<file path="src/logic/hpsdr_pkg.sv">
// shared definitions for the downstream control path
//   protocol-1 framing constants
//   decoded command addresses
//   command and radio config structs
//   state enums of the parser and the T/R sequencer

`default_nettype none

package hpsdr_pkg;

  ////////////////////
  // protocol-1 framing

  localparam logic [7:0] SYNC_BYTE     = 8'h7F;
  localparam logic [7:0] HDR_BYTE0     = 8'hEF;
  localparam logic [7:0] HDR_BYTE1     = 8'hFE;
  localparam logic [7:0] PKT_DATA      = 8'h01;
  localparam logic [7:0] PKT_STARTSTOP = 8'h04;

  localparam int FRAME_BYTES    = 512;
  localparam int FRAMES_PER_PKT = 2;
  // preamble, type, endpoint, 4 sequence bytes
  localparam int DATA_HDR_BYTES = 8;

  // command addresses with a decoded meaning
  localparam logic [5:0] ADDR_CONFIG   = 6'd0;
  localparam logic [5:0] ADDR_TX_DRIVE = 6'd9;

  ////////////////////
  // types

  // one command from C0..C4 of a frame
  typedef struct packed {
    logic [5:0]  addr;
    logic        mox;
    logic [31:0] data;
  } cmd_t;

  typedef enum logic [1:0] {
    RATE_48K,
    RATE_96K,
    RATE_192K,
    RATE_384K
  } rate_e;

  typedef struct packed {
    rate_e       rate;
    logic [3:0]  num_rx;
    logic [7:0]  tx_drive;
    logic        mox;
  } radio_cfg_t;

  typedef enum logic [2:0] {
    IDLE,
    HEADER,
    STARTSTOP,
    FRAME_SYNC,
    CTRL,
    PAYLOAD,
    DISCARD
  } parse_state_e;

  typedef enum logic [1:0] {
    RX,
    SWITCHING,
    TX,
    HANG
  } tr_state_e;

endpackage

`default_nettype wire

</file>
<file path="src/logic/ds_packet_parser.sv">
// protocol-1 downstream packet parser
//   port and preamble check
//   start/stop decode into run and wide spectrum
//   frame sync check, command extraction, sync error count

`timescale 1ns/10ps
`default_nettype none

module ds_packet_parser #(
  parameter logic [15:0] DATA_PORT = 16'd1024
) (
  input  wire logic              clk_ctrl,
  input  wire logic              rst_i,
  input  wire logic              eth_valid_i,
  input  wire logic [7:0]        eth_data_i,
  input  wire logic [15:0]       eth_port_i,
  output hpsdr_pkg::cmd_t        cmd_o,
  output logic                   cmd_valid_o,
  output logic                   run_o,
  output logic                   wide_spectrum_o,
  output logic [7:0]             sync_errors_o
);

  // 3 sync bytes and 5 control bytes lead each frame
  localparam int PAYLOAD_BYTES = hpsdr_pkg::FRAME_BYTES - 8;
  localparam int FRAME_CNT_W   = $clog2(hpsdr_pkg::FRAMES_PER_PKT + 1);

  hpsdr_pkg::parse_state_e state;
  logic [9:0]              byte_cnt;
  logic [FRAME_CNT_W-1:0]  frame_cnt;
  logic                    sync_ok;
  logic                    sync_all;
  logic [6:0]              c0_q;
  logic [23:0]             data_sr;

  // running result of the sync check including the current byte
  assign sync_all = (byte_cnt == 10'd0 || sync_ok) && (eth_data_i == hpsdr_pkg::SYNC_BYTE);

  ////////////////////
  // control FSM

  always_ff @(posedge clk_ctrl) begin
    if (rst_i) begin
      state           <= hpsdr_pkg::IDLE;
      byte_cnt        <= '0;
      frame_cnt       <= '0;
      sync_ok         <= 1'b0;
      cmd_valid_o     <= 1'b0;
      run_o           <= 1'b0;
      wide_spectrum_o <= 1'b0;
      sync_errors_o   <= '0;
    end else begin
      cmd_valid_o <= 1'b0;
      if (!eth_valid_i) begin
        // gap between packets
        state <= hpsdr_pkg::IDLE;
      end else begin
        byte_cnt <= byte_cnt + 10'd1;
        case (state)
          hpsdr_pkg::IDLE: begin
            byte_cnt  <= 10'd1;
            frame_cnt <= '0;
            if (eth_port_i == DATA_PORT && eth_data_i == hpsdr_pkg::HDR_BYTE0) begin
              state <= hpsdr_pkg::HEADER;
            end else begin
              state <= hpsdr_pkg::DISCARD;
            end
          end
          hpsdr_pkg::HEADER: begin
            if (byte_cnt == 10'd1) begin
              if (eth_data_i != hpsdr_pkg::HDR_BYTE1) begin
                state <= hpsdr_pkg::DISCARD;
              end
            end else if (byte_cnt == 10'd2) begin
              // packet type, data packets stay here for endpoint and sequence
              if (eth_data_i == hpsdr_pkg::PKT_STARTSTOP) begin
                state <= hpsdr_pkg::STARTSTOP;
              end else if (eth_data_i != hpsdr_pkg::PKT_DATA) begin
                state <= hpsdr_pkg::DISCARD;
              end
            end else if (byte_cnt == 10'(hpsdr_pkg::DATA_HDR_BYTES - 1)) begin
              byte_cnt <= '0;
              state    <= hpsdr_pkg::FRAME_SYNC;
            end
          end
          hpsdr_pkg::STARTSTOP: begin
            run_o           <= eth_data_i[0];
            wide_spectrum_o <= eth_data_i[1];
            state           <= hpsdr_pkg::DISCARD;
          end
          hpsdr_pkg::FRAME_SYNC: begin
            sync_ok <= sync_all;
            if (byte_cnt == 10'd2) begin
              byte_cnt <= '0;
              state    <= hpsdr_pkg::CTRL;
              if (!sync_all && sync_errors_o != 8'hFF) begin
                sync_errors_o <= sync_errors_o + 8'd1;
              end
            end
          end
          hpsdr_pkg::CTRL: begin
            if (byte_cnt == 10'd4) begin
              // bad sync suppresses the command of this frame
              cmd_valid_o <= sync_ok;
              byte_cnt    <= '0;
              state       <= hpsdr_pkg::PAYLOAD;
            end
          end
          hpsdr_pkg::PAYLOAD: begin
            if (byte_cnt == 10'(PAYLOAD_BYTES - 1)) begin
              byte_cnt <= '0;
              if (frame_cnt == FRAME_CNT_W'(hpsdr_pkg::FRAMES_PER_PKT - 1)) begin
                state <= hpsdr_pkg::DISCARD;
              end else begin
                frame_cnt <= frame_cnt + 1'b1;
                state     <= hpsdr_pkg::FRAME_SYNC;
              end
            end
          end
          default: begin
            // drop bytes until the packet ends
            state <= hpsdr_pkg::DISCARD;
          end
        endcase
      end
    end
  end

  ////////////////////
  // command assembly

  always_ff @(posedge clk_ctrl) begin
    if (eth_valid_i && state == hpsdr_pkg::CTRL) begin
      case (byte_cnt)
        10'd0: begin
          c0_q <= eth_data_i[6:0];
        end
        10'd4: begin
          cmd_o.addr <= c0_q[6:1];
          cmd_o.mox  <= c0_q[0];
          cmd_o.data <= {data_sr, eth_data_i};
        end
        default: begin
          // C1..C3, C1 ends up most significant
          data_sr <= {data_sr[15:0], eth_data_i};
        end
      endcase
    end
  end

endmodule

`default_nettype wire

</file>
<file path="src/logic/cmd_regs.sv">
// command register bank
//   64 x 32 storage written by parsed commands
//   sample rate, receiver count and drive decode
//   registered readback port

`timescale 1ns/10ps
`default_nettype none

module cmd_regs (
  input  wire logic              clk_ctrl,
  input  wire logic              rst_i,
  input  wire hpsdr_pkg::cmd_t   cmd_i,
  input  wire logic              cmd_valid_i,
  input  wire logic [5:0]        rd_addr_i,
  output hpsdr_pkg::radio_cfg_t  cfg_o,
  output logic [31:0]            rd_data_o
);

  logic [31:0] regs_q [64];
  // addresses written since reset, others read as zero
  logic [63:0] written_q;
  logic        mox_q;
  logic [31:0] cfg_word;
  logic [31:0] drive_word;

  ////////////////////
  // storage

  always_ff @(posedge clk_ctrl) begin
    if (cmd_valid_i) begin
      regs_q[cmd_i.addr] <= cmd_i.data;
    end
  end

  always_ff @(posedge clk_ctrl) begin
    if (rst_i) begin
      written_q <= '0;
      mox_q     <= 1'b0;
      rd_data_o <= '0;
    end else begin
      if (cmd_valid_i) begin
        written_q[cmd_i.addr] <= 1'b1;
        // mox rides on every command
        mox_q <= cmd_i.mox;
      end
      rd_data_o <= written_q[rd_addr_i] ? regs_q[rd_addr_i] : 32'd0;
    end
  end

  ////////////////////
  // config decode

  assign cfg_word   = written_q[hpsdr_pkg::ADDR_CONFIG] ?
                      regs_q[hpsdr_pkg::ADDR_CONFIG] : 32'd0;
  assign drive_word = written_q[hpsdr_pkg::ADDR_TX_DRIVE] ?
                      regs_q[hpsdr_pkg::ADDR_TX_DRIVE] : 32'd0;

  always_comb begin
    cfg_o.rate     = hpsdr_pkg::rate_e'(cfg_word[25:24]);
    // field holds receivers minus one
    cfg_o.num_rx   = cfg_word[6:3] + 4'd1;
    cfg_o.tx_drive = drive_word[31:24];
    cfg_o.mox      = mox_q;
  end

endmodule

`default_nettype wire

</file>
<file path="src/logic/tr_sequencer.sv">
// transmit/receive sequencer
//   PA T/R relay keying with settle delay before TX enable
//   hang time before the relay drops
//   run and TX LEDs

`timescale 1ns/10ps
`default_nettype none

module tr_sequencer #(
  parameter int TR_DELAY = 20,
  parameter int TR_HANG  = 10
) (
  input  wire logic clk_ctrl,
  input  wire logic rst_i,
  input  wire logic mox_i,
  input  wire logic run_i,
  input  wire logic tx_inhibit_i,
  output logic      pa_tr_o,
  output logic      tx_en_o,
  output logic      led_run_o,
  output logic      led_tx_o
);

  localparam int CNT_MAX = (TR_DELAY > TR_HANG) ? TR_DELAY : TR_HANG;
  localparam int CNT_W   = $clog2(CNT_MAX + 1);

  hpsdr_pkg::tr_state_e state;
  logic [CNT_W-1:0]     cnt;
  logic                 tx_req;

  assign tx_req = mox_i && run_i && !tx_inhibit_i;

  ////////////////////
  // T/R FSM

  // one counter serves both the settle delay and the hang time
  always_ff @(posedge clk_ctrl) begin
    if (rst_i) begin
      state <= hpsdr_pkg::RX;
      cnt   <= '0;
    end else begin
      case (state)
        hpsdr_pkg::RX: begin
          if (tx_req) begin
            cnt   <= CNT_W'(TR_DELAY - 1);
            state <= hpsdr_pkg::SWITCHING;
          end
        end
        hpsdr_pkg::SWITCHING: begin
          // no RF yet, so the relay may drop at once
          if (!tx_req) begin
            state <= hpsdr_pkg::RX;
          end else if (cnt == '0) begin
            state <= hpsdr_pkg::TX;
          end else begin
            cnt <= cnt - 1'b1;
          end
        end
        hpsdr_pkg::TX: begin
          if (!tx_req) begin
            cnt   <= CNT_W'(TR_HANG - 1);
            state <= hpsdr_pkg::HANG;
          end
        end
        hpsdr_pkg::HANG: begin
          // relay still keyed, rekey without a new settle delay
          if (tx_req) begin
            state <= hpsdr_pkg::TX;
          end else if (cnt == '0) begin
            state <= hpsdr_pkg::RX;
          end else begin
            cnt <= cnt - 1'b1;
          end
        end
        default: begin
          state <= hpsdr_pkg::RX;
        end
      endcase
    end
  end

  ////////////////////
  // outputs

  assign pa_tr_o   = (state != hpsdr_pkg::RX);
  assign tx_en_o   = (state == hpsdr_pkg::TX);
  assign led_run_o = run_i;
  assign led_tx_o  = tx_en_o;

endmodule

`default_nettype wire

</file>
<file path="src/logic/hpsdr_ds_ctrl.sv">
// downstream control path top level
//   packet parser, command register bank, T/R sequencer

`timescale 1ns/10ps
`default_nettype none

module hpsdr_ds_ctrl #(
  parameter logic [15:0] DATA_PORT = 16'd1024,
  parameter int          TR_DELAY  = 20,
  parameter int          TR_HANG   = 10
) (
  input  wire logic              clk_ctrl,
  input  wire logic              rst_i,
  input  wire logic              eth_valid_i,
  input  wire logic [7:0]        eth_data_i,
  input  wire logic [15:0]       eth_port_i,
  input  wire logic              tx_inhibit_i,
  input  wire logic [5:0]        rd_addr_i,
  output hpsdr_pkg::radio_cfg_t  cfg_o,
  output logic [31:0]            rd_data_o,
  output logic                   run_o,
  output logic                   wide_spectrum_o,
  output logic [7:0]             sync_errors_o,
  output logic                   pa_tr_o,
  output logic                   tx_en_o,
  output logic                   led_run_o,
  output logic                   led_tx_o
);

  hpsdr_pkg::cmd_t cmd;
  logic            cmd_valid;

  ds_packet_parser #(
    .DATA_PORT(DATA_PORT)
  ) u_parser (
    .clk_ctrl       (clk_ctrl),
    .rst_i          (rst_i),
    .eth_valid_i    (eth_valid_i),
    .eth_data_i     (eth_data_i),
    .eth_port_i     (eth_port_i),
    .cmd_o          (cmd),
    .cmd_valid_o    (cmd_valid),
    .run_o          (run_o),
    .wide_spectrum_o(wide_spectrum_o),
    .sync_errors_o  (sync_errors_o)
  );

  cmd_regs u_cmd_regs (
    .clk_ctrl   (clk_ctrl),
    .rst_i      (rst_i),
    .cmd_i      (cmd),
    .cmd_valid_i(cmd_valid),
    .rd_addr_i  (rd_addr_i),
    .cfg_o      (cfg_o),
    .rd_data_o  (rd_data_o)
  );

  // only mox of the config reaches the sequencer
  tr_sequencer #(
    .TR_DELAY(TR_DELAY),
    .TR_HANG (TR_HANG)
  ) u_tr_seq (
    .clk_ctrl    (clk_ctrl),
    .rst_i       (rst_i),
    .mox_i       (cfg_o.mox),
    .run_i       (run_o),
    .tx_inhibit_i(tx_inhibit_i),
    .pa_tr_o     (pa_tr_o),
    .tx_en_o     (tx_en_o),
    .led_run_o   (led_run_o),
    .led_tx_o    (led_tx_o)
  );

endmodule

`default_nettype wire

</file>
<file path="config.mk">
export PLATFORM = sky130hd
export DESIGN_NAME = hpsdr_ds_ctrl
export DESIGN_NICKNAME = d
export VERILOG_FILES = /design/src/logic/hpsdr_pkg.sv /design/src/logic/ds_packet_parser.sv /design/src/logic/cmd_regs.sv /design/src/logic/tr_sequencer.sv /design/src/logic/hpsdr_ds_ctrl.sv
export SDC_FILE = /design/constraint.sdc
export NUM_CORES = 2
export LEC_CHECK = 0
export BUFFER_PORTS_ARGS = -buffer_cell sky130_fd_sc_hd__buf_4
export CAP_MARGIN = 20
export CORE_MARGIN = 2
export CORE_UTILIZATION = 35
export CTS_BUF_LIST = sky130_fd_sc_hd__clkbuf_8
export DETAILED_ROUTE_END_ITERATION = 16
export RECOVER_POWER = 50
export SYNTH_ARGS = -nofsm -noshare
export SYNTH_HDL_FRONTEND = slang
export SYNTH_SLANG_ARGS = --single-unit
</file>
<file path="constraint.sdc">
create_clock -name clk_ctrl -period 9.5 [get_ports clk_ctrl]
set_input_delay 0.475 -clock clk_ctrl [delete_from_list [all_inputs] [get_ports clk_ctrl]]
set_output_delay 0.475 -clock clk_ctrl [all_outputs]
set_load 0.01 [all_outputs]
</file>
[Word-level counts from Yosys, hierarchy flattened]
Memory sizes are Yosys's and may differ from the RTL's. A register that Yosys moved wholly into a read port is not among the register bits.
Cells that the tools add are included.
Operators by class
  mux-type cells: 43
  bitwise operators: 6
  $add $sub $neg: 5
  div/mod/pow operators: 0
  magnitude comparators: 3
  reductions and logical operators: 30
  shift-type cells: 0
  eq/ne operators: 34
  $mul: 0
Operators by type and width (count)
  $or A64 B64 Y64: 1
  $mux W10: 6
  $pmux W10 S5: 1
  $mux W3: 11
  $mux W32: 1
  $mux W26: 1
  $mux W5: 5
  $eq A10 B3 Y1 const B: 2
  $pmux W5 S4: 1
  $eq A16 B11 Y1 const B: 1
  $mux W2: 8
  $ne A8 B8 Y1 const B: 2
  $reduce_and A4 Y1: 4
  $pmux W3 S5: 1
  $lt A6 B7 Y1 const B: 2
  $add A10 B1 Y10 const B: 1
  $eq A10 B1 Y1 const B: 1
  $eq A10 B2 Y1 const B: 1
  $eq A10 B9 Y1 const B: 1
  $logic_not A10 Y1: 1
  $ne A2 B1 Y1 const B: 5
  $reduce_and A2 Y1: 5
  $add A8 B1 Y8 const B: 1
  $eq A8 B3 Y1 const B: 1
  other kinds (33): 57
Word-level totals
  register bits after elaboration: 169
  memory bits (read-only): 0
  bits in latches: 0
  input port bits: 34
  output and inout bits: 61
  memory bits (writable): 2048
  memories: 1
  logic and storage cells: 139
Memory list
  u_cmd_regs.regs_q: words 64, bits a word 32, rd ports 3, clocked after memory_dff 1, wr ports 1, RTL line cmd_regs.sv:19  | logic [31:0] regs_q [64];

[Logic depth before layout (Yosys ltp)]
  depth after elaboration: 6
  depth in mapped cells: 11
  mapped depth without buffers: 8

[Modules after synthesis]
From an unflattened synthesis, not the netlist that was laid out.
Second synthesis, totals
  cells, all modules: 3840
  area, all modules: 85893.6 µm²
By module, submodules not included
  cmd_regs: times used 1, area an instance 81673.3 µm², sequential area each 63440.8 µm², cells an instance 3520
  ds_packet_parser: times used 1, area an instance 3786.1 µm², sequential area each 2642.5 µm², cells an instance 271
  tr_sequencer: times used 1, area an instance 434.2 µm², sequential area each 140.1 µm², cells an instance 49

[Worst setup path before layout]
OpenSTA, ideal clock, no wires.
  path kind: register to register
  from: register u_parser.cmd_o[37] (netlist bit)
  to: memory u_cmd_regs.regs_q[20][0] (enable)
  slack: 5.367 ns
  cell stages (with the launch flop): 6
  period minus slack after synthesis: 4.133 ns
  library setup time: 0.463 ns
  arrival: 3.670 ns
  data required time: 9.037 ns
  buffers on the path: 2
  path through: edfxtp_1 -> clkbuf_1 -> or3b_2 -> clkbuf_1 -> or2_2 -> nor3_1
RTL lines
  from (decl): RTL line ds_packet_parser.sv:17  | output hpsdr_pkg::cmd_t cmd_o,
  to (decl): RTL line cmd_regs.sv:19
No word-level cell before the write port.

[Final worst setup path]
  from: input rst_i
  to: register u_parser.state[1]
Between the ends
  word-level cells in the longest chain between the ends: 1
Ends and longest elaborated chain
  from (decl): RTL line hpsdr_ds_ctrl.sv:13  | input wire logic rst_i,
  $reduce_or A2 Y1 (no source line)
  to (signal assigned): RTL line ds_packet_parser.sv:44  | state <= hpsdr_pkg::IDLE;
  to (signal assigned): RTL line ds_packet_parser.sv:56  | state <= hpsdr_pkg::IDLE;
  to (signal assigned): RTL line ds_packet_parser.sv:64  | state <= hpsdr_pkg::HEADER;
  to (decl): RTL line ds_packet_parser.sv:28  | hpsdr_pkg::parse_state_e state;
No other way between the ends.
A chain may end at the register's enable or synchronous reset.

==> impl_metrics.py <==
metrics = {
    "grt": {
        "grt_pass1_wl_um": 335000,
        "track_usage_pct": 19.0,
        "grt_pass1_vias": 43900,
        "grt_max_degree": 133,
        "antenna_found_initial": 12,
        "gr-total-overflow": 0,
    },
    "floorplan": {
        "die_x_um": 498,
        "core_area_mm2": 0.243,
        "io_pins": 95,
        "dieArea_mm2": 0.248,
        "die_height_um": 498,
        "rows": 181,
        "start_util_pct": 35.1,
    },
    "timing": {
        "worst_slew_pin_slew_ns": 3.72,
        "relSlewSlack_pct": -148,
        "finalMaxSlewViolations": 2097,
        "hold_ws_ns": 0.130,
        "period_needed_ns": 3.96,
        "finalCritPeriodShare_pct": 41.7,
        "finClkSkew_ns": 0.0919,
        "tns_ns": 0,
        "hold_violations": 0,
        "fmax_mhz": 253,
        "rsz0062_at_grt": "false",
        "finalSetupViolCount": 0,
    },
    "cts": {
        "clkSinkCount": 2249,
        "cts_root_buf": "clkbuf_8",
        "ctsHoldBuffers": 14,
        "cts_tree": "yes",
        "cts_made_buffers": 361,
        "clock_latency_ns": 1.04,
        "clkTransAtPathRegs_ns": 0.06,
        "htreeDepth": 5,
        "clock_path_buffers": 4,
        "cts_setup_buffers": 0,
        "ctsResizeCount": 0,
    },
    "synthesis": {
        "synth_edf_count": 2118,
        "netlist_area_mm2": 0.0853,
        "yosys_warnings": 0,
        "synthFlopType": "edfxtp_1",
        "async_flop_share_pct": 0,
        "synth_cell_types": 62,
        "synthCells": 4083,
        "ys_seq_area_share_pct": 77.7,
        "synth_seq_cells": 2249,
        "syn-num-nets": 4125,
        "syn_area_per_cell_um2": 20.9,
    },
    "drt": {
        "vias": 44100,
        "drt_iter0_drc": 5380,
        "drtPass1Iterations": 6,
        "wl_per_cell_um": 30.2,
        "drc": 0,
        "wirelength_um": 240000,
        "vias_per_cell": 5.55,
        "ant_nets": 0,
    },
    "final_layout": {
        "final_common_cell": "edfxtp_1",
        "area_delta_synth_final_pct": 13.4,
        "drive_above_1_share_pct": 24.1,
        "nets": 4522,
        "stdcell_count": 7945,
        "layout_common_cells": "2118 x edfxtp_1, 476 x mux4_2, 386 x clkbuf_8",
    },
    "place": {
        "hpwl_um": 134000,
        "dp.cells": 7305,
        "place_congestion": 0.807,
        "io_buffers": 94,
    },
    "power": {
        "vdd_ir_drop_max_mv": 0.0960,
        "p_per_area_mw_per_mm2": 197,
        "power.leakage_uw": 0.0305,
    },
    "setup_path": {
        "crit_type": "in2reg",
        "start_kind": "primary input",
        "cp_max_fo": 70,
        "crit_required_ns": 10.37,
        "crit_path_end_kind": "register",
        "critPathArrivalTime_ns": 4.82,
        "r2r_slack_ns": 5.78,
    },
    "run_status": {
        "violations": "max-capacitance violations, max-slew violations",
        "status": "finished, violations left",
    },
    "job": {
        "maxCapViolCount": 34,
    },
    "hold_path": {
        "hold_class": "in2reg",
    },
}
cell type report:
class | instances | area [µm²]
Fill cell | 21600 | 146000
Sequential cell | 2249 | 66200
Multi-Input combinational cell | 1600 | 18200
Clock buffer | 386 | 5310
Tap cell | 3202 | 4010
Timing Repair Buffer | 256 | 1760
Clock inverter | 232 | 1090
Inverter | 12 | 45.0
Antenna cell | 8 | 20.0
layer usage:
layer / share of wire (%) / vias up / global-route usage (%)
met1: 41 / 23700 / 26.6
li1: - / 17800 / -
met5: 0.010 / - / 0
met3: 8.9 / 368 / 4.04
met2: 47 / 2242 / 29.8
met4: 3.0 / 2 / 5.75
power breakdown:
part	switching [µW]	internal (µW)	total, µW
logic	452	302	754
clock network	3730	3880	7610
registers	27.6	10700	10700
total	4210	14900	19100
critical path, cell delays in order:
cell and delay, ns:
dlygate4sd3_1 0.52, clkbuf_1 0.63, clkbuf_1 2.55, nor2_1 0.26
nand3_1 0.26, o41ai_2 0.09
sequential cells by signal (all words and copies together) (netlist names), 5 cells and up, named ones only:
name                    cells
u_cmd_regs.rd_data_o       32
u_cmd_regs.regs_q        2048
u_cmd_regs.written_q       64
u_parser.byte_cnt          10
u_parser.c0_q               7
u_parser.cmd_o             39
u_parser.data_sr           24
u_parser.sync_errors_o      8
u_tr_seq.cnt                5
kinds of logic (layout without fill, tap and decap cells):
family / Yosys count / count (layout) / share of synthesized area [%]
adders and majority gates: 8 / 8 / 0.117
and+or+nand+nor: 546 / 546 / 2.99
DFF: 2249 / 2249 / 77.7
other: 0 / 8 / 0
xor gates and xnor gates: 16 / 16 / 0.164
buffers and inverters: 234 / 886 / 1.42
muxes: 622 / 622 / 14.3
AOI/OAI and AO/OA: 408 / 408 / 3.34
through the flow:
stage	instance area (µm²)	total power [µW]	utilization [%]	worst slack, ns
2_1_floorplan	85300	11400	-	5.37
3_3_place_gp	90500	11700	37.3	4.66
3_5_place_dp	90500	11700	37.3	4.80
4_1_cts	97100	19200	40.0	5.87
5_1_grt	96700	19700	39.8	5.21
6_report	96700	19100	39.8	5.54
synth_stat cells, types with 6 or more instances:
master	n	area [µm²]
inv_1	11	41.3
nand2_1	90	338
a22oi_1	194	1460
o21ai_0	37	185
a211oi_1	14	105
ha_1	8	100
nand2b_1	15	93.8
edfxtp_1	2118	63600
clkbuf_1	74	278
buf_2	93	465
nand3_1	66	330
buf_4	34	255
nor2b_1	27	169
nor4_1	8	50.1
nor2_1	239	897
o21a_1	13	97.6
mux4_2	476	10700
nor3_1	24	120
xor2_1	9	78.8
a21oi_1	49	245
a31oi_1	34	213
a311oi_1	14	123
nand3b_1	7	52.6
a221oi_1	14	123
dfxtp_1	131	2620
buf_6	11	124
mux2i_1	145	1450
nand4_1	15	93.8
o22ai_1	15	93.8
o211ai_1	10	75.1
xnor2_1	7	61.3
and2_1	25	156
and3_1	6	37.5
buf_1	9	33.8
final timing paths:
| path | startpoint | end | depth (start not counted) |
|---|---|---|---|
| setup / recovery | rst_i | u_parser.state[1]$_SDFFE_PP0P_ | 6 |
| setup reg to reg | u_parser.cmd_o[8]$_DFFE_PP_ | u_cmd_regs.regs_q[50][8]$_DFFE_PP_ | 1 |
| hold reg to reg | u_parser.data_sr[23]$_DFFE_PP_ | u_parser.cmd_o[31]$_DFFE_PP_ | 0 |
| hold / removal | eth_port_i[8] | u_parser.state[2]$_SDFFE_PP0P_ | 7 |
Power figures use the tool's default switching activity.
